File: src/hdl/soc_pkg.sv
`default_nettype none

package soc_pkg;

	// Bus payload types
	typedef logic [31:0] word_t;
	typedef logic [29:0] waddr_t;
	typedef logic [3:0]  bsel_t;
	typedef logic [1:0]  pi1_op_t;
	typedef logic [1:0]  slave_idx_t;

	// Reset counter width that also bounds the testbench waits
	typedef logic [15:0] rst_cnt_t;

	// Bus op codes
	// Code 3 (swap) is not supported and acts as a NOP
	localparam pi1_op_t OP_NOP = 2'd0;
	localparam pi1_op_t OP_WR  = 2'd1;
	localparam pi1_op_t OP_RD  = 2'd2;

	// Slave slots, laid out from word 0 in this order
	localparam int SLAVE_COUNT = 3;

	localparam slave_idx_t SLV_RAM     = 2'd0;
	localparam slave_idx_t SLV_DEVTBL  = 2'd1;
	localparam slave_idx_t SLV_INVALID = 2'd2;

	// Window size of each slot in words
	localparam word_t MAP_WORDS [0:SLAVE_COUNT-1] = '{
		32'd1024,
		32'd64,
		32'd1024
	};

	// Device ids reported through the device table
	localparam word_t DEV_ID [0:SLAVE_COUNT-1] = '{
		32'd1,
		32'd7,
		32'd0
	};

	localparam word_t SOC_ID = 32'd5;

	// Device table word offsets
	localparam waddr_t DT_SOCID      = 30'd0;
	localparam waddr_t DT_RSTCTRL    = 30'd1;
	localparam waddr_t DT_COUNT      = 30'd2;
	localparam waddr_t DT_ID_BASE    = 30'd16;
	localparam waddr_t DT_MAPSZ_BASE = 30'd32;

endpackage

`default_nettype wire

File: src/hdl/reset_ctrl.sv
`timescale 1ns/1ns
`default_nettype none

module reset_ctrl import soc_pkg::*; #(
	parameter int unsigned RST_HOLD = 20
) (
	input  wire  clk48mhz_i,
	input  wire  rst_p,
	input  wire  swrst0_i,
	input  wire  swrst1_i,
	output logic sys_rst_o,
	output logic pwr_off_o
);

	typedef enum logic [1:0] {
		RUN,
		HOLD,
		OFF
	} rst_state_e;

	localparam rst_cnt_t HOLD_LOAD = rst_cnt_t'(RST_HOLD);

	rst_state_e state_q;
	rst_cnt_t   cnt_q;

	// Bit 1 requests a warm reset (cold when bit 0 is also set)
	// Bit 0 alone requests power-off
	always_ff @(posedge clk48mhz_i) begin
		if (rst_p) begin
			state_q <= HOLD;
			cnt_q <= HOLD_LOAD;
		end else begin
			unique case (state_q)
				RUN: begin
					if (swrst1_i) begin
						state_q <= HOLD;
						cnt_q <= HOLD_LOAD;
					end else if (swrst0_i) begin
						state_q <= OFF;
					end
				end
				HOLD: begin
					// Restart the count while the cause is still present
					if (swrst1_i) begin
						cnt_q <= HOLD_LOAD;
					end else if (cnt_q < rst_cnt_t'(2)) begin
						state_q <= RUN;
					end else begin
						cnt_q <= cnt_q - 1'b1;
					end
				end
				OFF: begin
					state_q <= OFF;  // only rst_p leaves this state
				end
				default: begin
					state_q <= HOLD;
					cnt_q <= HOLD_LOAD;
				end
			endcase
		end
	end

	assign sys_rst_o = (state_q != RUN);
	assign pwr_off_o = (state_q == OFF);

endmodule

`default_nettype wire

File: config.mk
export PLATFORM = sky130hd
export DESIGN_NAME = reset_ctrl
export DESIGN_NICKNAME = d
export VERILOG_FILES = /design/src/hdl/soc_pkg.sv /design/src/hdl/reset_ctrl.sv
export SDC_FILE = /design/constraint.sdc
export NUM_CORES = 1
export LEC_CHECK = 0
export BUFFER_PORTS_ARGS = -buffer_cell sky130_fd_sc_hd__buf_4
export CAP_MARGIN = 15
export CORE_MARGIN = 8
export CORE_UTILIZATION = 50
export DETAILED_ROUTE_END_ITERATION = 6
export GPL_TIMING_DRIVEN = 1
export HOLD_SLACK_MARGIN = 0.05
export PLACE_DENSITY_LB_ADDON = 0.12
export SYNTH_ARGS = -nofsm -noshare
export SYNTH_HDL_FRONTEND = slang
export SYNTH_SLANG_ARGS = --single-unit
File: constraint.sdc
create_clock -name clk48mhz_i -period 2.75 [get_ports clk48mhz_i]
set_input_delay 0.4125 -clock clk48mhz_i [delete_from_list [all_inputs] [get_ports clk48mhz_i]]
set_output_delay 0.4125 -clock clk48mhz_i [all_outputs]
set_load 0.005 [all_outputs]
======== Word level (Yosys, flattened, before mapping) ========
Index checks and enable logic that the tools add are counted.
storage, ports and cells
  register bits ........................... 18
  bits in latches ......................... 0
  bits in writable memories ............... 0
  memory bits (read-only) ................. 0
  input bits .............................. 4
  logic and storage cells ................. 25
  memories ................................ 0
operators by class
  add/subtract/negate cells ............... 1
  multiply operators ...................... 0
  div/mod/pow operators ................... 0
  order comparisons ....................... 1
  eq/ne operators ......................... 7
  shifts and indexed selects .............. 0
  mux-type cells .......................... 9
  bitwise operators ....................... 1
  reduce and logical (&&, ||, !) cells .... 4
operators with widths
  kind                                                                    count
  16-bit 2-to-1 mux                                                       3
  16-bit one-hot mux with 3 select lines                                  1
  16-bit by 2-bit < comparator with 1-bit output (second input constant)  1
  16-bit by 1-bit subtractor with 16-bit output (second input constant)   1
  2-bit 2-to-1 mux                                                        4
  2-bit inequality test (second input constant)                           3
  3-bit inequality test (second input constant)                           2
  2-bit one-hot mux with 3 select lines                                   1
  3-bit AND reduction                                                     2
  2-bit by 1-bit equality test with 1-bit output (second input constant)  1
  2-bit equality test (second input constant)                             1
  2-bit logical NOT                                                       1
  2-bit nonzero test                                                      1
  1-bit inverter                                                          1

======== Longest topological paths before layout ========
  depth after elaboration ................. 4
  mapped depth ............................ 8
  depth with buffers taken out ............ 7

======== Worst setup path after synthesis ========
OpenSTA, ideal clock, no wires.
  path kind ............................... reg2reg
  start point ............................. reg state_q[0]
  end point ............................... reg cnt_q[10]
  library setup time ...................... 123 ps
  arrival time ............................ 1,803 ps
  required time ........................... 2,627 ps
  path slack .............................. 824 ps
  stages on the path, launching flop included .. 9
  buffers on the path ..................... 1
  cell sequence ........................... dfxtp_1 > inv_1 > ha_1 > nor2b_1 > nor2_1 > a21o_1 > clkbuf_1 > nor2_1 > mux2_1
between the ends
  longest elaborated chain between the ends .. 3
ends and longest elaborated chain
  item                                                                    line              text
  start, declared                                                         reset_ctrl.sv:23  rst_state_e state_q;
  start signal, assigned                                                  reset_ctrl.sv:30  state_q <= HOLD;
  start signal, assigned                                                  reset_ctrl.sv:36  state_q <= HOLD;
  start signal, assigned                                                  reset_ctrl.sv:39  state_q <= OFF;
  2-bit by 1-bit equality test with 1-bit output (tied with other cells)  reset_ctrl.sv:33  unique case (state_q)
  3-bit inequality test (no line) (tied with other cells)                 n/a
  3-bit AND reduction (no line)                                           n/a
  end signal, assigned                                                    reset_ctrl.sv:49  cnt_q <= cnt_q - 1'b1;
  end, declared                                                           reset_ctrl.sv:24  rst_cnt_t cnt_q;
Several ways; a longest one is shown, not always the timed one.
A chain may end at the register's enable or synchronous reset.

======== Worst setup path in the final report ========
  start point ............................. reg state_q[1]
  end point ............................... reg cnt_q[12]
The elaborated chain is that of the path after synthesis.

==> flow_summary.ini <==
[outcome]
run_status = finished clean

[timing]
number_of_setup_violations_in_the_final_report = 0
fmax_mhz = 466
grt_setup_unrepaired = false
fin_skew_ps = 2.60
timing_hold_violations_final = 0
headroom_to_the_max_slew_limit = 0.715
setup_total_negative_slack_ps = 0
slew_violations = 0
tightest_slew_ps = 427
period_share = 0.780
worst_hold_slack_ps = 363
finalWorstPathRequiredPeriod_ps = 2150

[global_route]
grt_max_degree = 12
global_route.overflow_total = 0
grt_pass1_wl_um = 3930
antenna_violations_before_repair = 0
busiest_layer = met2
gr_met2_demand_resource = 0.176
groute.usage.overall = 0.119
first_global_vias = 895
grt_util_met3 = 0.0305
met1_usage = 0.153

[logic_synthesis]
number_of_distinct_library_cells_after_synthesis = 40
synth_area_um2 = 1070
yosys_register_bits = 18
seq_area_frac_synth = 0.338
asyncSetResetFlopFracSynth = 0
syn-num-nets = 138
synth-main-ff-cell = sky130_fd_sc_hd__dfxtp_1
syn_avg_cell_area_um2 = 8.20
synthesis.instances = 130
ys.warnings.count = 0
synth_edf_count = 0

[place]
gp_congestion = 0.869
post-dp-hpwl_um = 1660
placement.io_buffers = 5

[worst_setup_path]
reg2regPathDepth = 7
startpoint_to_endpoint_class_of_the_critical_path = reg2reg
timing.critical_path.required_ps = 2980
setup.worst_path.start_class = flip-flop
worst-endpoint-arrival_ps = 2380
timing.rr.end = cnt_q[12]$_SDFFE_PP0P_
crit_slowest_cell = sky130_fd_sc_hd__or4_1
critical_path.max_fanout = 8
cp-end-kind = flip-flop
reg2reg_from = state_q[1]$_SDFFE_PP0P_
critical_path.max_stage_delay_ps = 500
crit_chain = inv_1 > ha_1 > nor2b_1 > nor2_1 > o21ai_2 > or4_1 > a21oi_1
regToRegSetupSlack_ps = 600

[drt]
detailedRoute.firstIterationViolations = 37
ant_nets = 0
viasPerCell = 5.90
drc_violations = 0
num_vias = 962
routed_wl_um = 2210
drt_pass1_iterations = 4
detail_route.wl_per_cell_um = 13.5

[worst_hold_path]
hold-path-cell-count = 2
holdCritPathClass = in2reg
timing.hold.worst.start = rst_p
min_to = cnt_q[0]$_SDFFE_PP0P_

[finish]
finalCoreUtilization = 0.586
layout_commonest_cell = sky130_fd_sc_hd__nor2_1
finish.net_count = 145
insertedDiodeCount = 0
share_of_final_layout_standard_cells_stronger_than_drive_strength_1 = 0.125
area_overhead_of_the_layout_relative_to_synthesis_pct = 9.04
layout.filler_cells = 168
most_used_cells_in_the_layout_excluding_fill_and_tap_cells = 21 x sky130_fd_sc_hd__nor2_1, 18 x sky130_fd_sc_hd__dfxtp_1, 8 x sky130_fd_sc_hd__inv_1, 8 x sky130_fd_sc_hd__a21oi_1

[floorplan]
initial_core_utilization = 0.538
die_area_um2 = 3870
fp.dieW_um = 62.2
io-pin-count = 6
core_um2 = 1980
floorplan.rows = 16
y_dimension_of_the_die_um = 62.2

[clock_tree]
number_of_buffers_created_by_cts = 3
post_cts_hold_buffer_count = 0
cts_post_setup_buffers_inserted = 0
post_cts_resize_count = 0
cts-root-buf = sky130_fd_sc_hd__clkbuf_4
clock_sink_count = 18
cts-htree-levels = 1
tritoncts = yes
clk_path_buf_depth = 2
cts.reportedPaths.clkPinSlew_ps = 100
clock_latency_ps = 290

[power_and_ir_drop]
p_leak_nw = 0.410
pwr_density_cell_nw_per_um2 = 568
ir_drop_mv = 0.302

[run]
max_cap_viol_count = 0
[critical path: cells and delay by family (launching register included)]
| kind | cells | cell delay [ps] |
|---|---|---|
| flops | 1 | 390 |
| fa+ha+maj | 1 | 230 |
| compound gates | 2 | 340 |
| simple gates | 3 | 1030 |
| buf+inv | 1 | 100 |
[registers in the layout, indices dropped and copies added (netlist names)]
name	count
cnt_q	16
state_q	2
[synthesized netlist by cell type (all sizes together), types with 2 or more instances]
library cell  number  area [um^2]
a21oi              8         40.0
a31oi              3         18.8
clkbuf             3         11.3
dfxtp             18          360
ha                 4         50.1
inv                8         30.0
nand2              4         15.0
nand2b             3         18.8
nand3              6         30.0
nand4              4         31.3
nor2              21         78.8
nor2b              2         12.5
nor3               8         50.1
o211ai             5         42.5
o21ai              5         28.8
o31ai              4         30.0
or3                2         12.5
or4                2         18.8
xor2               5         43.8
[final cells by class]
cell class | count | area [um^2] | area share
multi-input cells | 101 | 664 | 0.572
flip-flops and latches | 18 | 360 | 0.310
repair buffers | 5 | 37.5 | 0.0323
clock buffers | 4 | 36.3 | 0.0312
well taps | 27 | 33.8 | 0.0291
inverters | 8 | 30.0 | 0.0258
[logic make-up after synthesis]
kind of cell,count (synthesis),share of synthesized area
AOI/OAI and AO/OA,33,0.212
xor gates and xnor gates,6,0.0493
adders and majority gates,4,0.0470
buffers and inverters,11,0.0387
DFF,18,0.338
muxes,1,0.0106
and+or+nand+nor,57,0.304
[per-layer routing]
layer  wire length [um]  vias to the layer above
met5                  0                        -
met4                 32                        0
met3                155                        5
met2                944                       33
met1               1080                      439
li1                   -                      485
[worst max path at each step]
stage / from / to / slack (ps) / cells past startpoint
6_report: state_q[1]$_SDFFE_PP0P_ / cnt_q[12]$_SDFFE_PP0P_ / 600 / 7
5_1_grt: state_q[0]$_SDFFE_PP1P_ / cnt_q[12]$_SDFFE_PP0P_ / 430 / 7
4_1_cts: state_q[0]$_SDFFE_PP1P_ / cnt_q[12]$_SDFFE_PP0P_ / 620 / 7
3_5_place_dp: state_q[1]$_SDFFE_PP0P_ / cnt_q[12]$_SDFFE_PP0P_ / 640 / 7
3_3_place_gp: state_q[0]$_SDFFE_PP1P_ / cnt_q[12]$_SDFFE_PP0P_ / 740 / 7
2_1_floorplan: state_q[0]$_SDFFE_PP1P_ / cnt_q[10]$_SDFFE_PP0P_ / 820 / 8
[power breakdown]
group	switching (mW)	leakage (nW)	internal (mW)
logic	0.116	0.243	0.0756
clock network	0.0831	0.0210	0.0807
registers	0.0258	0.146	0.280
total	0.224	0.410	0.436
[through the flow]
stage	setup WS [ps]	power, mW	area [um^2]	instances
after detailed placement	644	0.499	1130	159
after floorplan	824	0.456	1070	130
after global routing	432	0.702	1160	163
after CTS	620	0.662	1160	163
final	605	0.661	1160	163
after global placement	742	0.501	1130	159
(Power assumes the default switching activity.)
