## src/hdl/soc_pkg.sv

```systemverilog
`default_nettype none

package soc_pkg;

	// Bus payload types
	typedef logic [31:0] word_t;
	typedef logic [29:0] waddr_t;
	typedef logic [3:0]  bsel_t;
	typedef logic [1:0]  pi1_op_t;
	typedef logic [1:0]  slave_idx_t;

	// Reset counter width that also bounds the testbench waits
	typedef logic [15:0] rst_cnt_t;

	// Bus op codes
	// Code 3 (swap) is not supported and acts as a NOP
	localparam pi1_op_t OP_NOP = 2'd0;
	localparam pi1_op_t OP_WR  = 2'd1;
	localparam pi1_op_t OP_RD  = 2'd2;

	// Slave slots, laid out from word 0 in this order
	localparam int SLAVE_COUNT = 3;

	localparam slave_idx_t SLV_RAM     = 2'd0;
	localparam slave_idx_t SLV_DEVTBL  = 2'd1;
	localparam slave_idx_t SLV_INVALID = 2'd2;

	// Window size of each slot in words
	localparam word_t MAP_WORDS [0:SLAVE_COUNT-1] = '{
		32'd1024,
		32'd64,
		32'd1024
	};

	// Device ids reported through the device table
	localparam word_t DEV_ID [0:SLAVE_COUNT-1] = '{
		32'd1,
		32'd7,
		32'd0
	};

	localparam word_t SOC_ID = 32'd5;

	// Device table word offsets
	localparam waddr_t DT_SOCID      = 30'd0;
	localparam waddr_t DT_RSTCTRL    = 30'd1;
	localparam waddr_t DT_COUNT      = 30'd2;
	localparam waddr_t DT_ID_BASE    = 30'd16;
	localparam waddr_t DT_MAPSZ_BASE = 30'd32;

endpackage

`default_nettype wire

```

## src/hdl/pi1_if.sv

```systemverilog
`timescale 1ns/1ns
`default_nettype none

// One request/response channel between the router and a single slave
interface pi1_if import soc_pkg::*; ();

	pi1_op_t op;
	waddr_t  addr;
	word_t   wdata;
	bsel_t   sel;

	word_t   rdata;
	logic    rdy;

	modport master (
		output op,
		output addr,
		output wdata,
		output sel,
		input  rdata,
		input  rdy
	);

	modport slave (
		input  op,
		input  addr,
		input  wdata,
		input  sel,
		output rdata,
		output rdy
	);

endinterface

`default_nettype wire

```

## src/hdl/devtbl.sv

```systemverilog
`timescale 1ns/1ns
`default_nettype none

module devtbl import soc_pkg::*; (
	input  wire   clk48mhz_i,
	input  wire   rst_i,
	output logic  swrst0_o,
	output logic  swrst1_o,
	pi1_if.slave  bus
);

	logic [1:0] rst_bits_q;
	logic       rdy_q;
	word_t      rdata_q;
	logic       rd_acc;
	logic       wr_acc;

	// Table lookup by word offset
	function automatic word_t dt_lookup(input waddr_t off, input logic [1:0] rbits);
		slave_idx_t idx;
		word_t      val;
		idx = off[$bits(slave_idx_t)-1:0];
		val = '0;
		if (off == DT_SOCID) begin
			val = SOC_ID;
		end else if (off == DT_RSTCTRL) begin
			val = {30'd0, rbits};
		end else if (off == DT_COUNT) begin
			val = word_t'(SLAVE_COUNT);
		end else if (off >= DT_ID_BASE && off < DT_ID_BASE + waddr_t'(SLAVE_COUNT)) begin
			val = DEV_ID[idx];
		end else if (off >= DT_MAPSZ_BASE &&
				off < DT_MAPSZ_BASE + waddr_t'(SLAVE_COUNT)) begin
			// Reported in bytes
			val = MAP_WORDS[idx] << 2;
		end
		return val;
	endfunction

	assign rd_acc = rdy_q && (bus.op == OP_RD);
	assign wr_acc = rdy_q && (bus.op == OP_WR);

	always_ff @(posedge clk48mhz_i) begin
		if (rst_i) begin
			rdy_q <= 1'b0;
			rst_bits_q <= 2'b00;
		end else begin
			rdy_q <= 1'b1;
			// Reset bits live in byte lane 0
			if (wr_acc && bus.addr == DT_RSTCTRL && bus.sel[0]) begin
				rst_bits_q <= bus.wdata[1:0];
			end
		end
	end

	always_ff @(posedge clk48mhz_i) begin
		if (rd_acc) begin
			rdata_q <= dt_lookup(bus.addr, rst_bits_q);
		end
	end

	assign bus.rdy   = rdy_q;
	assign bus.rdata = rdata_q;

	assign swrst0_o = rst_bits_q[0];
	assign swrst1_o = rst_bits_q[1];

endmodule

`default_nettype wire

```

## src/flat_wrapper.sv

```systemverilog
// flat-port wrapper written by rule: the top's interface ports become plain ports
module devtbl_flat import soc_pkg::*;
  (clk48mhz_i, rst_i, swrst0_o, swrst1_o, bus_op, bus_addr, bus_wdata, bus_sel, bus_rdata, bus_rdy);
  pi1_if bus_i ();
  input  wire clk48mhz_i;
  input  wire rst_i;
  output logic swrst0_o;
  output logic swrst1_o;
  input wire logic [$bits(bus_i.op)-1:0] bus_op;
  input wire logic [$bits(bus_i.addr)-1:0] bus_addr;
  input wire logic [$bits(bus_i.wdata)-1:0] bus_wdata;
  input wire logic [$bits(bus_i.sel)-1:0] bus_sel;
  output wire logic [$bits(bus_i.rdata)-1:0] bus_rdata;
  output wire logic [$bits(bus_i.rdy)-1:0] bus_rdy;
  assign bus_i.op = bus_op;
  assign bus_i.addr = bus_addr;
  assign bus_i.wdata = bus_wdata;
  assign bus_i.sel = bus_sel;
  assign bus_rdata = bus_i.rdata;
  assign bus_rdy = bus_i.rdy;
  devtbl u_core (.clk48mhz_i(clk48mhz_i), .rst_i(rst_i), .swrst0_o(swrst0_o), .swrst1_o(swrst1_o), .bus(bus_i));
endmodule
```

## config.mk

```make
export PLATFORM = sky130hd
export DESIGN_NAME = devtbl_flat
export DESIGN_NICKNAME = d
export VERILOG_FILES = /design/src/hdl/soc_pkg.sv /design/src/hdl/pi1_if.sv /design/src/hdl/devtbl.sv /design/src/flat_wrapper.sv
export SDC_FILE = /design/constraint.sdc
export NUM_CORES = 1
export LEC_CHECK = 0
export ABC_AREA = 1
export BUFFER_PORTS_ARGS = -buffer_cell sky130_fd_sc_hd__buf_2
export CAP_MARGIN = 20
export CELL_PAD_IN_SITES_DETAIL_PLACEMENT = 1
export CELL_PAD_IN_SITES_GLOBAL_PLACEMENT = 1
export CORE_MARGIN = 10
export CORE_UTILIZATION = 20
export CTS_CLUSTER_DIAMETER = 30
export DETAILED_ROUTE_END_ITERATION = 12
export GPL_ROUTABILITY_DRIVEN = 0
export HOLD_SLACK_MARGIN = 0.03
export PLACE_DENSITY = 0.95
export SYNTH_ARGS = -nofsm -noshare
export SYNTH_HDL_FRONTEND = slang
export SYNTH_SLANG_ARGS = --single-unit
```

## constraint.sdc

```tcl
create_clock -name clk48mhz_i -period 3.2 [get_ports clk48mhz_i]
set_input_delay 0.64 -clock clk48mhz_i [delete_from_list [all_inputs] [get_ports clk48mhz_i]]
set_output_delay 0.64 -clock clk48mhz_i [all_outputs]
set_load 0.01 [all_outputs]
```

* Word-level counts from Yosys, hierarchy flattened
Index checks and enable logic that the tools add are counted.
Storage, ports and cells: output and inout port bits 35, input port bits 70, logic and storage cells 33, register bits 35
Cells by class: $lt $le $gt $ge 5, eq/ne operators 4, reductions and logical operators 8, bitwise operators 1, muxes and demuxes 11
Operators with widths (count):
- $bmux W32 S2 | 2
- $mux W32 | 4
- $mux W30 | 2
- $eq A30 B1 Y1 const B | 1
- $eq A30 B2 Y1 const B | 1
- $ge A30 B5 Y1 const B | 1
- $ge A30 B6 Y1 const B | 1
- $logic_not A30 Y1 | 1
- $lt A30 B5 Y1 const B | 1
- $lt A30 B6 Y1 const B | 1
- $logic_and A1 B1 Y1 | 6
- $mux W3 | 2
- $ge A3 B3 Y1 const B | 1
- $not A2 Y3 | 1
- $reduce_or A3 Y1 | 1
- $eq A2 B1 Y1 const B | 1
- $eq A2 B2 Y1 const B | 1
- $mux W1 | 1

* Depth between registers and ports, before layout
Gate-level depths: netlist of run 1.
word-level depth 8, mapped depth 9, gate-level depth less buffers 9

* Worst setup path before layout of run 1
OpenSTA, ideal clock, no wires.
path type input to register, start point in bus_addr[11], end point reg u_core.rdata_q[1], in the netlist u_core.bus.rdata[1], data pin, required time 2.942 ns, path buffers 0, stages on the path 8, setup slack 1.650 ns, data arrival time 1.292 ns, library setup time 0.258 ns, cells stage by stage inv_1 > nand2_1 > nor2_1 > nand3_2 > nor2_1 > nand3_1 > nand2_1 > a21oi_1
On the way: cells in the longest elaborated chain, start to end 5, elaborated cells between the ends (all ways) 9, classes of those cells order compare: 2; eq/ne: 2; mux: 3; reduce/logical: 2
RTL lines:
- from (decl) | line flat_wrapper.sv:10 | input wire logic [$bits(bus_i.addr)-1:0] bus_addr;
- $ge A30 B5 Y1 / $lt A30 B5 Y1 (equally long branches) | line devtbl.sv:30 | end else if (off >= DT_ID_BASE && off < DT_ID_BASE + waddr_t'(SLAVE_COUNT)) begin
- $logic_and A1 B1 Y1 | line devtbl.sv:30
- $mux W32 | line devtbl.sv:30
- $mux W3 | line devtbl.sv:28 | end else if (off == DT_COUNT) begin
- $mux W3 | line devtbl.sv:26 | end else if (off == DT_RSTCTRL) begin
- to (signal assigned) | line devtbl.sv:58 | rdata_q <= dt_lookup(bus.addr, rst_bits_q);
- to (decl) | line devtbl.sv:14 | word_t rdata_q;
Several ways; a longest one is shown, not always the timed one. A chain may end at the register's enable or synchronous reset.

* Worst setup path in the final report of run 1
start point in bus_addr[29], end point reg u_core.rdata_q[1], in the netlist u_core.bus.rdata[1], data pin
The elaborated chain is that of the path after synthesis.

==> out/qor.yml, run 1 <==
run_status:
  status: "finished, final reports clean"
die:
  die_w_um: 85.0
  start_util_pct: 20.8
  fp.dieH_um: 85.0
  dieArea_um2: 7220
  io_pins: 105
  row_count: 23
  coreArea_um2: 4060
detailed_routing:
  viasPerCell: 3.84
  wirelength_mm: 2.77
  postRouteAntennaNets: 0
  post_drt_wl_per_cell_um: 12.2
  dr.pass1.iters: 4
  drtIter0Drc: 17
  drcViolationCount: 0
  vias: 876
yosys:
  synth_area_per_cell_um2: 6.45
  syn_area_um2: 845
  synth_top_area_share_pct: 24.0
  synth_top_cell_by_area: "buf_4"
  ys_ff_latch: 8
  netlist_top_cells_area: "buf_4 24%, edfxtp_1 18%, nor2_1 12%, nand2_1 11%, inv_1 8.0%"
  synth_cell_types: 17
  ys_warn_count: 0
  synth_seq_area_share_pct: 24.9
  syn_inst: 131
worst_hold_path:
  min_delay_worst_endpoint: "u_core.rst_bits_q[0]$_SDFFE_PP0P_"
  min_from: "u_core.rst_bits_q[0]$_SDFFE_PP0P_"
  whs_path_depth: 4
  min_path_type: "reg2reg"
finish:
  fill_cells: 540
  drive_above_1_share_pct: 32.0
  syn2layout_area_growth_pct: 26.4
  antenna_cells: 0
  nNetsFinal: 249
timing:
  final_max_slew_viol_count: 0
  setup_ws_ns: 1.60
  rsz0062_at_grt: "false"
  finalHoldViolations: 0
  period_minus_slack_ns: 1.60
  setup_tns_ns: 0
  finalCritPeriodShare_pct: 49.8
  max_freq_mhz: 627
  fin_skew_ns: 0.00803
  setup_violations: 0
  hold_slack_ns: 0.526
worst_setup_path:
  worstSetupStartpointType: "input port"
  r2r_setup_slack_ns: 2.11
  worst-endpoint-arrival_ns: 1.57
  end_kind: "flop"
  cp.required_ns: 3.18
  timing.rr.start: "u_core.bus.rdy$_DFF_P_"
  crit_type: "in2reg"
  r2r-end: "u_core.bus.rdata[8]$_SDFFCE_PP0P_"
  rr_worst_depth: 2
  critPathMaxFanout: 5
clocking:
  clk_pin_slew_worst_paths_ns: 0.04
  cts.sink_count: 8
  ctsHoldBuffers: 0
  cts_setup_buffers: 0
  htree_levels: 1
  cts_resized: 0
  cts_root_buf: "clkbuf_8"
  cts_tree: "built"
  numCtsBuffers: 3
  cts_buffer_depth: 2
  clk_latency_ns: 0.24
place:
  dpl.hpwl_mm: 2.57
  numPortBuffers: 44
  dpl_worst_slack_ns: 1.35
global_route:
  grt_max_degree: 6
  grt_pass1_vias: 986
  globalRouteOverflowTotal: 0
  grt_antenna_before_repair: 0
  grt_usage_pct: 7.49
  grt_pass1_wl_mm: 4.49
power:
  power_density_nw_per_um2: 289
  ir_drop_mv: 0.0860
  p_leak_nw: 0.605
job:
  cap_violations: 0
[placed cells by master (no fill, tap or decap), types with 2 or more instances in the layout]
master | synthesis | routed
nand3_2 | 2 | 2
nand3_1 | 6 | 6
dfxtp_1 | 3 | 3
conb_1 | 1 | 27
nor2_2 | 2 | 2
nor2_1 | 27 | 27
a21oi_1 | 2 | 2
nand2_1 | 24 | 24
inv_2 | 3 | 3
buf_2 | 0 | 44
edfxtp_1 | 5 | 5
clkbuf_8 | 0 | 3
nand4_1 | 7 | 7
inv_1 | 18 | 18
[cell type report]
| type | count | area [um^2] | area share, % |
|---|---|---|---|
| Sequential cell | 8 | 210 | 19.7 |
| Clock buffer | 4 | 45.0 | 4.22 |
| Tap cell | 50 | 62.6 | 5.86 |
| Multi-Input combinational cell | 101 | 450 | 42.2 |
| Inverter | 21 | 78.8 | 7.39 |
| Timing Repair Buffer | 44 | 220 | 20.6 |
[Yosys cell counts]
cell type	n
conb_1	1
buf_4	27
nor2_2	2
nor2_1	27
nand2_1	24
nor2_4	1
nand3_2	2
a21oi_1	2
nand3_1	6
nor3b_4	1
inv_2	3
dfxtp_1	3
inv_1	18
nor3_1	1
edfxtp_1	5
nand4_1	7
nand2_2	1
[worst max-delay path by stage]
stage | end | start | cells past startpoint | slack, ns
final | u_core.bus.rdata[1]$_SDFFCE_PP0P_ | bus_addr[29] | 9 | 1.60
after global routing | u_core.bus.rdata[1]$_SDFFCE_PP0P_ | bus_addr[29] | 9 | 1.43
after CTS | u_core.bus.rdata[1]$_SDFFCE_PP0P_ | bus_addr[29] | 9 | 1.59
after detailed placement | u_core.bus.rdata[1]$_SDFFCE_PP0P_ | bus_addr[29] | 9 | 1.35
after global placement | u_core.bus.rdata[1]$_SDFFCE_PP0P_ | bus_addr[15] | 7 | 1.41
after floorplan | u_core.bus.rdata[1]$_SDFFCE_PP0P_ | bus_addr[11] | 8 | 1.65
[state kept, by name, indices dropped and copies added (netlist names)]
signal and flops:
u_core.bus.rdata 5, u_core.rst_bits_q 2, u_core.bus.rdy 1
[where the power goes]
part           total, mW  switching (mW)  internal (mW)
combinational     0.0639          0.0407         0.0232
sequential         0.111        0.000555          0.110
clock              0.134          0.0472         0.0870
[critical path, stage by stage]
cell and delay, ns:
buf_2 0.10, nor2_1 0.17, inv_1 0.07, nor2_1 0.13, nand2_2 0.09, nor2_4 0.14, nand3_1 0.11, nand2_1 0.08
a21oi_1 0.04
[metal layers]
| metal | track usage [%] | up-vias | part of all wire (%) |
|---|---|---|---|
| met1 | 6.85 | 383 | 36 |
| met5 | 0 | - | 0 |
| met2 | 13.9 | 48 | 52 |
| met4 | 3.59 | 0 | 1.1 |
| li1 | - | 442 | - |
| met3 | 3.15 | 3 | 11 |
[kinds of logic after synthesis]
logic type | count (synthesis) | share of synthesized area (%)
AOI/OAI and AO/OA | 2 | 1.19
buffers and inverters | 48 | 33.3
DFF | 8 | 24.9
other | 1 | 0.444
and+or+nand+nor | 72 | 40.1
[stage by stage]
stage               utilization (%)  cells  power (mW)  instance area [um^2]
finish                         26.3    228       0.309                  1070
detailed placement             25.2    224       0.175                  1020
global route                   26.3    228       0.324                  1070
CTS                            26.3    228       0.308                  1070
global placement               25.2    224       0.172                  1020
floorplan                         -    157       0.170                   942
Power figures use the tool's default switching activity.
==> run 2, diff against run 1 <==
- CORE_UTILIZATION: 20 -> 17
- PLACE_DENSITY: 0.95 -> 0.87
- clock period: 3.2 -> 1.3 ns (I/O delays scaled with it)
==> run 2 against run 1 <==
Net effect: largest cell class unchanged; critical path depth unchanged; register-to-register slack got worse by 1.8 ns; sequential share of layout area fell by 1.3 points; highest routed layer unchanged; design area up 7.2%.
==> out/qor.yml, run 2 (synthesis gave the netlist of run 1 again) <==
power:
  p_sw_share_pct: 26.7  # was 28.7%
  switchingPower_mw: 0.200  # was 0.0884 mW
  power_density_nw_per_um2: 653  # was 289 nW/um^2
  p_comb_share_pct: 22.2  # was 20.7%
  seq_power_share_pct: 36.4  # was 35.8%
  p_leak_nw: 0.636  # was 0.605 nW
  ir_drop_mv: 0.248  # was 0.0860 mV
  p_clk_share_pct: 41.4  # was 43.5%
  power.internal_mw: 0.547  # was 0.220 mW
worst_hold_path:
  min_path_type: "in2reg"  # was reg2reg
  min_delay_worst_endpoint: "u_core.bus.rdy$_DFF_P_"  # was u_core.rst_bits_q[0]$_SDFFE_PP0P_
  whs_path_depth: 2  # was 4
  min_from: "rst_i"  # was u_core.rst_bits_q[0]$_SDFFE_PP0P_
global_route:
  grt_pass1_vias: 1010  # was 986
  grt_usage_pct: 6.35  # was 7.49%
  globalRouteOverflowTotal: 0  # unchanged
  grt_pass1_wl_mm: 4.38  # was 4.49 mm
  use_met3_pct: 2.08  # was 3.15%
  busiest_layer: "met2"  # unchanged
  met2_usage_pct: 12.4  # was 13.9%
  grt_max_degree: 6  # unchanged
  grt_use_met1_pct: 5.90  # was 6.85%
  grt_antenna_before_repair: 0  # unchanged
finish:
  stdcell_area_um2: 1140  # was 1070 um^2
  mostFrequentLayoutCells: "44 x buf_2, 27 x conb_1, 24 x nand2_1"  # was 44 x buf_2, 27 x nor2_1, 27 x conb_1
  syn2layout_area_growth_pct: 35.4  # was 26.4%
  largest_register_ffs: 5  # unchanged
  nNetsFinal: 255  # was 249
  antenna_cells: 0  # unchanged
  final_common_cell: "buf_2"  # unchanged
  drive_above_1_share_pct: 36.4  # was 32.0%
  fill_cells: 644  # was 540
  fin_util_pct: 24.1  # was 26.3%
worst_setup_path:
  r2r_setup_slack_ns: 0.28  # was 2.11 ns
  cpMostUsedCell: "nor2_1"  # unchanged
  cpPeakStageDelay_ns: 0.15  # was 0.17 ns
  critical_path.slowest_cell: "nor2_1"  # unchanged
  cp.required_ns: 1.27  # was 3.18 ns
  timing.rr.start: "u_core.bus.rdy$_DFF_P_"  # unchanged
  worstSetupStartpointType: "input port"  # unchanged
  cp_top_family: "simple AND/OR/NAND/NOR gates"  # unchanged
  r2r-end: "u_core.rst_bits_q[1]$_SDFFE_PP0P_"  # was u_core.bus.rdata[8]$_SDFFCE_PP0P_
  worst-endpoint-arrival_ns: 1.11  # was 1.57 ns
  crit_chain: "buf_2 -> nor2_1 -> nand2_1 -> nor2_1 -> nand2_2 -> nor2_4 -> nand2_1 -> nor2_1 -> a21oi_1"  # was buf_2 -> nor2_1 -> inv_1 -> nor2_1 -> nand2_2 -> nor2_4 -> nand3_1 -> nand2_1 -> a21oi_1
  crit_type: "in2reg"  # unchanged
  rr_worst_depth: 6  # was 2
  path_buf_inv: 1  # was 2
  end_kind: "flop"  # unchanged
  critPathMaxFanout: 3  # was 5
timing:
  period_minus_slack_ns: 1.14
  final_max_slew_viol_count: 0  # unchanged
  max_freq_mhz: 877
  rsz0062_at_grt: "false"  # unchanged
  finalHoldViolations: 0  # unchanged
  finalCritPeriodShare_pct: 87.7
  fin_skew_ns: 0.00155  # was 0.00803 ns
  setup_violations: 0  # unchanged
  setup_ws_ns: 0.160  # was 1.60 ns
run_status:
  status: "finished, final reports clean"  # unchanged
die:
  dieArea_um2: 8190  # was 7220 um^2
  row_count: 25  # was 23
  die_w_um: 90.5  # was 85.0 um
  start_util_pct: 17.8  # was 20.8%
  io_pins: 105  # unchanged
  fp.dieH_um: 90.5  # was 85.0 um
  coreArea_um2: 4750  # was 4060 um^2
clocking:
  numCtsBuffers: 3  # unchanged
  cts.sink_count: 8  # unchanged
  htree_levels: 1  # unchanged
  clk_pin_slew_worst_paths_ns: 0.04  # about the same
  cts_setup_buffers: 0  # unchanged
  cts_root_buf: "clkbuf_8"  # unchanged
  cts_buffer_depth: 2  # unchanged
  clk_latency_ns: 0.23  # was 0.24 ns
  cts_tree: "built"  # unchanged
place:
  dpl.hpwl_mm: 2.57  # about the same
  placed_area_um2: 1090  # was 1020 um^2
  dpl_worst_slack_ns: -0.125  # was 1.35 ns
  numPortBuffers: 44  # unchanged
detailed_routing:
  vias: 889  # was 876
  drtIter0Drc: 26  # was 17
  dr.pass1.iters: 2  # was 4
  drcViolationCount: 0  # unchanged
  viasPerCell: 3.54  # was 3.84
  post_drt_wl_per_cell_um: 10.8  # was 12.2 um
  postRouteAntennaNets: 0  # unchanged
  wirelength_mm: 2.72  # was 2.77 mm
job:
  cap_violations: 0  # unchanged
==> run 2: cell types whose count changed in the layout (fill, tap and decap cells not counted) <==
cell    previous run  this run
buf_4              0         6
nor2_1            27        23
nor2_2             2         6
==> run 2: metal layers <==
layer	vias to the layer above	wire length (um)
li1	455	-
met1	392	1010
met2	38	1490
met3	4	183
met4	0	29
met5	-	0
==> run 2: how the worst max path moves through the flow <==
stage	depth (start not counted)	from	endpoint	slack, ns
floorplan	8	bus_addr[11]	u_core.bus.rdata[1]$_SDFFCE_PP0P_	0.13
global placement	9	bus_addr[8]	u_core.bus.rdata[1]$_SDFFCE_PP0P_	-0.09
detailed placement	9	bus_addr[8]	u_core.bus.rdata[1]$_SDFFCE_PP0P_	-0.13
CTS	8	bus_addr[2]	u_core.bus.rdata[0]$_SDFFCE_PP1P_	0.11
global route	11	bus_addr[20]	u_core.rst_bits_q[1]$_SDFFE_PP0P_	0.02
finish	9	bus_addr[27]	u_core.bus.rdata[0]$_SDFFCE_PP1P_	0.16
==> run 2: timing repair <==
item,4_1_cts,5_1_grt
gates resized for setup,0,4
endpoints found under the setup margin,0,2
hold buffers,0,0
endpoints found under the hold margin,0,0
==> run 2: area by class of cell <==
cell class | count | area [um^2] | share of cell area (%)
inverters | 21 | 78.8 | 6.89
multi-input cells | 101 | 460 | 40.3
well taps | 67 | 83.8 | 7.33
clock buffers | 4 | 45.0 | 3.94
flip-flops and latches | 8 | 210 | 18.4
repair buffers | 50 | 265 | 23.2
==> run 2: through the flow <==
stage | TNS, ns | std cells | total power, mW | hold WS, ns
5_1_grt | 0 | 251 | 0.804 | 0.225
6_report | 0 | 251 | 0.747 | 0.216
3_5_place_dp | -0.425 | 247 | 0.437 | 0.454
2_1_floorplan | 0 | 157 | 0.419 | 0.349
3_3_place_gp | -0.193 | 247 | 0.431 | 0.443
4_1_cts | 0 | 251 | 0.755 | 0.214
==> run 2: worst register-to-register path, cell delays in order, from the launching register on <==
cell and delay [ns]:
dfxtp_1 0.33, nand2_1 0.09, nor3b_4 0.23, nand3_2 0.11, nand2_1 0.07, inv_1 0.04
nor2_1 0.09
==> run 2: power groups by stage <==
| stage | Sequential, mW | Clock, mW | Combinational, mW |
|---|---|---|---|
| detailed placement | 0.276 | 0 | 0.161 |
| finish | 0.272 | 0.309 | 0.166 |
| floorplan | 0.277 | 0 | 0.141 |
| global route | 0.272 | 0.343 | 0.190 |
| global placement | 0.276 | 0 | 0.155 |
| CTS | 0.272 | 0.322 | 0.161 |
==> run 3, diff against run 2 <==
- GPL_ROUTABILITY_DRIVEN: 0 -> unset
- GPL_TIMING_DRIVEN: unset -> 0
==> run 3 against run 2 <==
Net effect: worst hold slack lost 0.0044 ns; combinational power increased by 36%; sequential power barely moved; sequential share of layout area fell by 2.4 points; total power grew 7.9%; fmax decreased by 2.1%; critical path depth unchanged; design area is 15% higher; clock-buffer cell count unchanged; critical path type unchanged; critical endpoint unchanged; largest cell class unchanged; largest power group unchanged; highest routed layer unchanged.
==> out/qor.yml, run 3 (synthesis gave the netlist of run 1 again) <==
global_route:
  globalRouteOverflowTotal: 0  # unchanged
  grt_pass1_wl_mm: 4.55  # was 4.38 mm
  grt_usage_pct: 6.57  # was 6.35%
  grt_antenna_before_repair: 0  # unchanged
  grt_max_degree: 6  # unchanged
  grt_pass1_vias: 1021  # was 1010
detailed_routing:
  postRouteAntennaNets: 0  # unchanged
  wirelength_mm: 2.79  # was 2.72 mm
  dr.pass1.iters: 2  # unchanged
  viasPerCell: 3.44  # was 3.54
  drtIter0Drc: 42  # was 26
  vias: 940  # was 889
  post_drt_wl_per_cell_um: 10.2  # was 10.8 um
  drcViolationCount: 0  # unchanged
worst_setup_path:
  cp.required_ns: 1.27  # about the same
  worst-endpoint-arrival_ns: 1.13  # was 1.11 ns
  end_kind: "flop"  # unchanged
  critPathMaxFanout: 4  # was 3
  crit_type: "in2reg"  # unchanged
  worstSetupStartpointType: "input port"  # unchanged
die:
  coreArea_um2: 4750  # unchanged
  dieArea_um2: 8190  # unchanged
  row_count: 25  # unchanged
  io_pins: 105  # unchanged
  fp.dieH_um: 90.5  # unchanged
  start_util_pct: 17.8  # unchanged
  die_w_um: 90.5  # unchanged
timing:
  final_max_slew_viol_count: 0  # unchanged
  setup_violations: 0  # unchanged
  fin_skew_ns: 0.00309  # was 0.00155 ns
  hold_slack_ns: 0.212  # was 0.216 ns
  period_minus_slack_ns: 1.16  # was 1.14 ns
  setup_tns_ns: 0  # unchanged
  max_freq_mhz: 859  # was 877 MHz
  finalHoldViolations: 0  # unchanged
  setup_ws_ns: 0.136  # was 0.160 ns
  finalCritPeriodShare_pct: 89.5  # was 87.7%
finish:
  drive_above_1_share_pct: 45.1  # was 36.4%
  mostFrequentLayoutCells: "44 x buf_2, 28 x buf_4, 27 x conb_1"  # was 44 x buf_2, 27 x conb_1, 24 x nand2_1
  final_cells: 273  # was 251
  final_common_cell: "buf_2"  # unchanged
  largest_register_ffs: 5  # unchanged
  syn2layout_area_growth_pct: 56.1  # was 35.4%
  antenna_cells: 0  # unchanged
  nNetsFinal: 277  # was 255
place:
  dp.cells: 268  # was 247
  numPortBuffers: 44  # unchanged
  dpl.hpwl_mm: 2.65  # was 2.57 mm
  routabilityCongestion: 0.755
  dpl_worst_slack_ns: -0.144  # was -0.125 ns
job:
  cap_violations: 0  # unchanged
run_status:
  status: "finished, final reports clean"  # unchanged
power:
  ir_drop_mv: 0.174  # was 0.248 mV
  power_density_nw_per_um2: 611  # was 653 nW/um^2
  p_leak_nw: 0.757  # was 0.636 nW
clocking:
  htree_levels: 1  # unchanged
  cts.sink_count: 8  # unchanged
  clk_latency_ns: 0.22  # was 0.23 ns
  cts_tree: "built"  # unchanged
  clk_pin_slew_worst_paths_ns: 0.04  # about the same
  ctsHoldBuffers: 0  # unchanged
  cts_buffer_depth: 2  # unchanged
  cts_root_buf: "clkbuf_8"  # unchanged
  numCtsBuffers: 3  # unchanged
worst_hold_path:
  min_path_type: "in2reg"  # unchanged
-- run 3: changes by cell type in the layout (fill, tap and decap cells not counted) --
cell | previous run | this run
buf_4 | 6 | 28
nor2_2 | 6 | 10
nor2_1 | 23 | 19
-- run 3: metal layers --
metal | up-vias | global-route usage [%] | wire (um)
met5 | - | 0 | 0
met4 | 0 | 2.39 | 49
met3 | 4 | 2.00 | 211
met2 | 38 | 12.7 | 1480
met1 | 397 | 6.34 | 1060
li1 | 501 | - | -
-- run 3: path summary, 6_finish.rpt --
path / from / endpoint / slack (ns) / depth (start not counted)
max: bus_addr[19] / u_core.bus.rdata[0]$_SDFFCE_PP1P_ / 0.14 / 9
min: rst_i / u_core.bus.rdy$_DFF_P_ / 0.21 / 2
max reg2reg: u_core.bus.rdy$_DFF_P_ / u_core.bus.rdata[1]$_SDFFCE_PP0P_ / 0.24 / 2
min reg2reg: u_core.rst_bits_q[0]$_SDFFE_PP0P_ / u_core.rst_bits_q[0]$_SDFFE_PP0P_ / 0.53 / 4
-- run 3: worst max-delay path, cell delays in order --
cell	delay, ns
buf_2	0.09
nor2_1	0.13
nand2_1	0.08
nor2_2	0.11
nand2_2	0.08
nor2_4	0.15
nand2_1	0.07
nor2_1	0.10
a21oi_1	0.06
-- run 3: repair_timing --
| item | in CTS | in global routing |
|---|---|---|
| setup endpoints to repair | 0 | 2 |
| gates resized for setup | 0 | 8 |
| buffers inserted | 0 | 1 |
-- run 3: final cells by class --
class,count,area [um^2]
inverters,21,78.8
flip-flops and latches,8,210
clock buffers,4,45.0
fillers,637,3440
plain buffers,27,203
well taps,67,83.8
repair buffers,45,228
multi-input cells,101,470
-- run 3: metrics by stage --
stage / area [um^2] / power (mW) / utilization [%]
after floorplan: 942 / 0.419 / -
after global placement: 1250 / 0.484 / 26.2
after detailed placement: 1250 / 0.489 / 26.2
after CTS: 1290 / 0.802 / 27.2
after global routing: 1320 / 0.863 / 27.7
final: 1320 / 0.806 / 27.7
-- run 3: power by group --
group          internal (mW)  total [mW]  switching, mW
Clock                  0.213       0.309         0.0968
Combinational          0.112       0.225          0.113
Sequential             0.271       0.272        0.00117
Total                  0.595       0.806          0.211
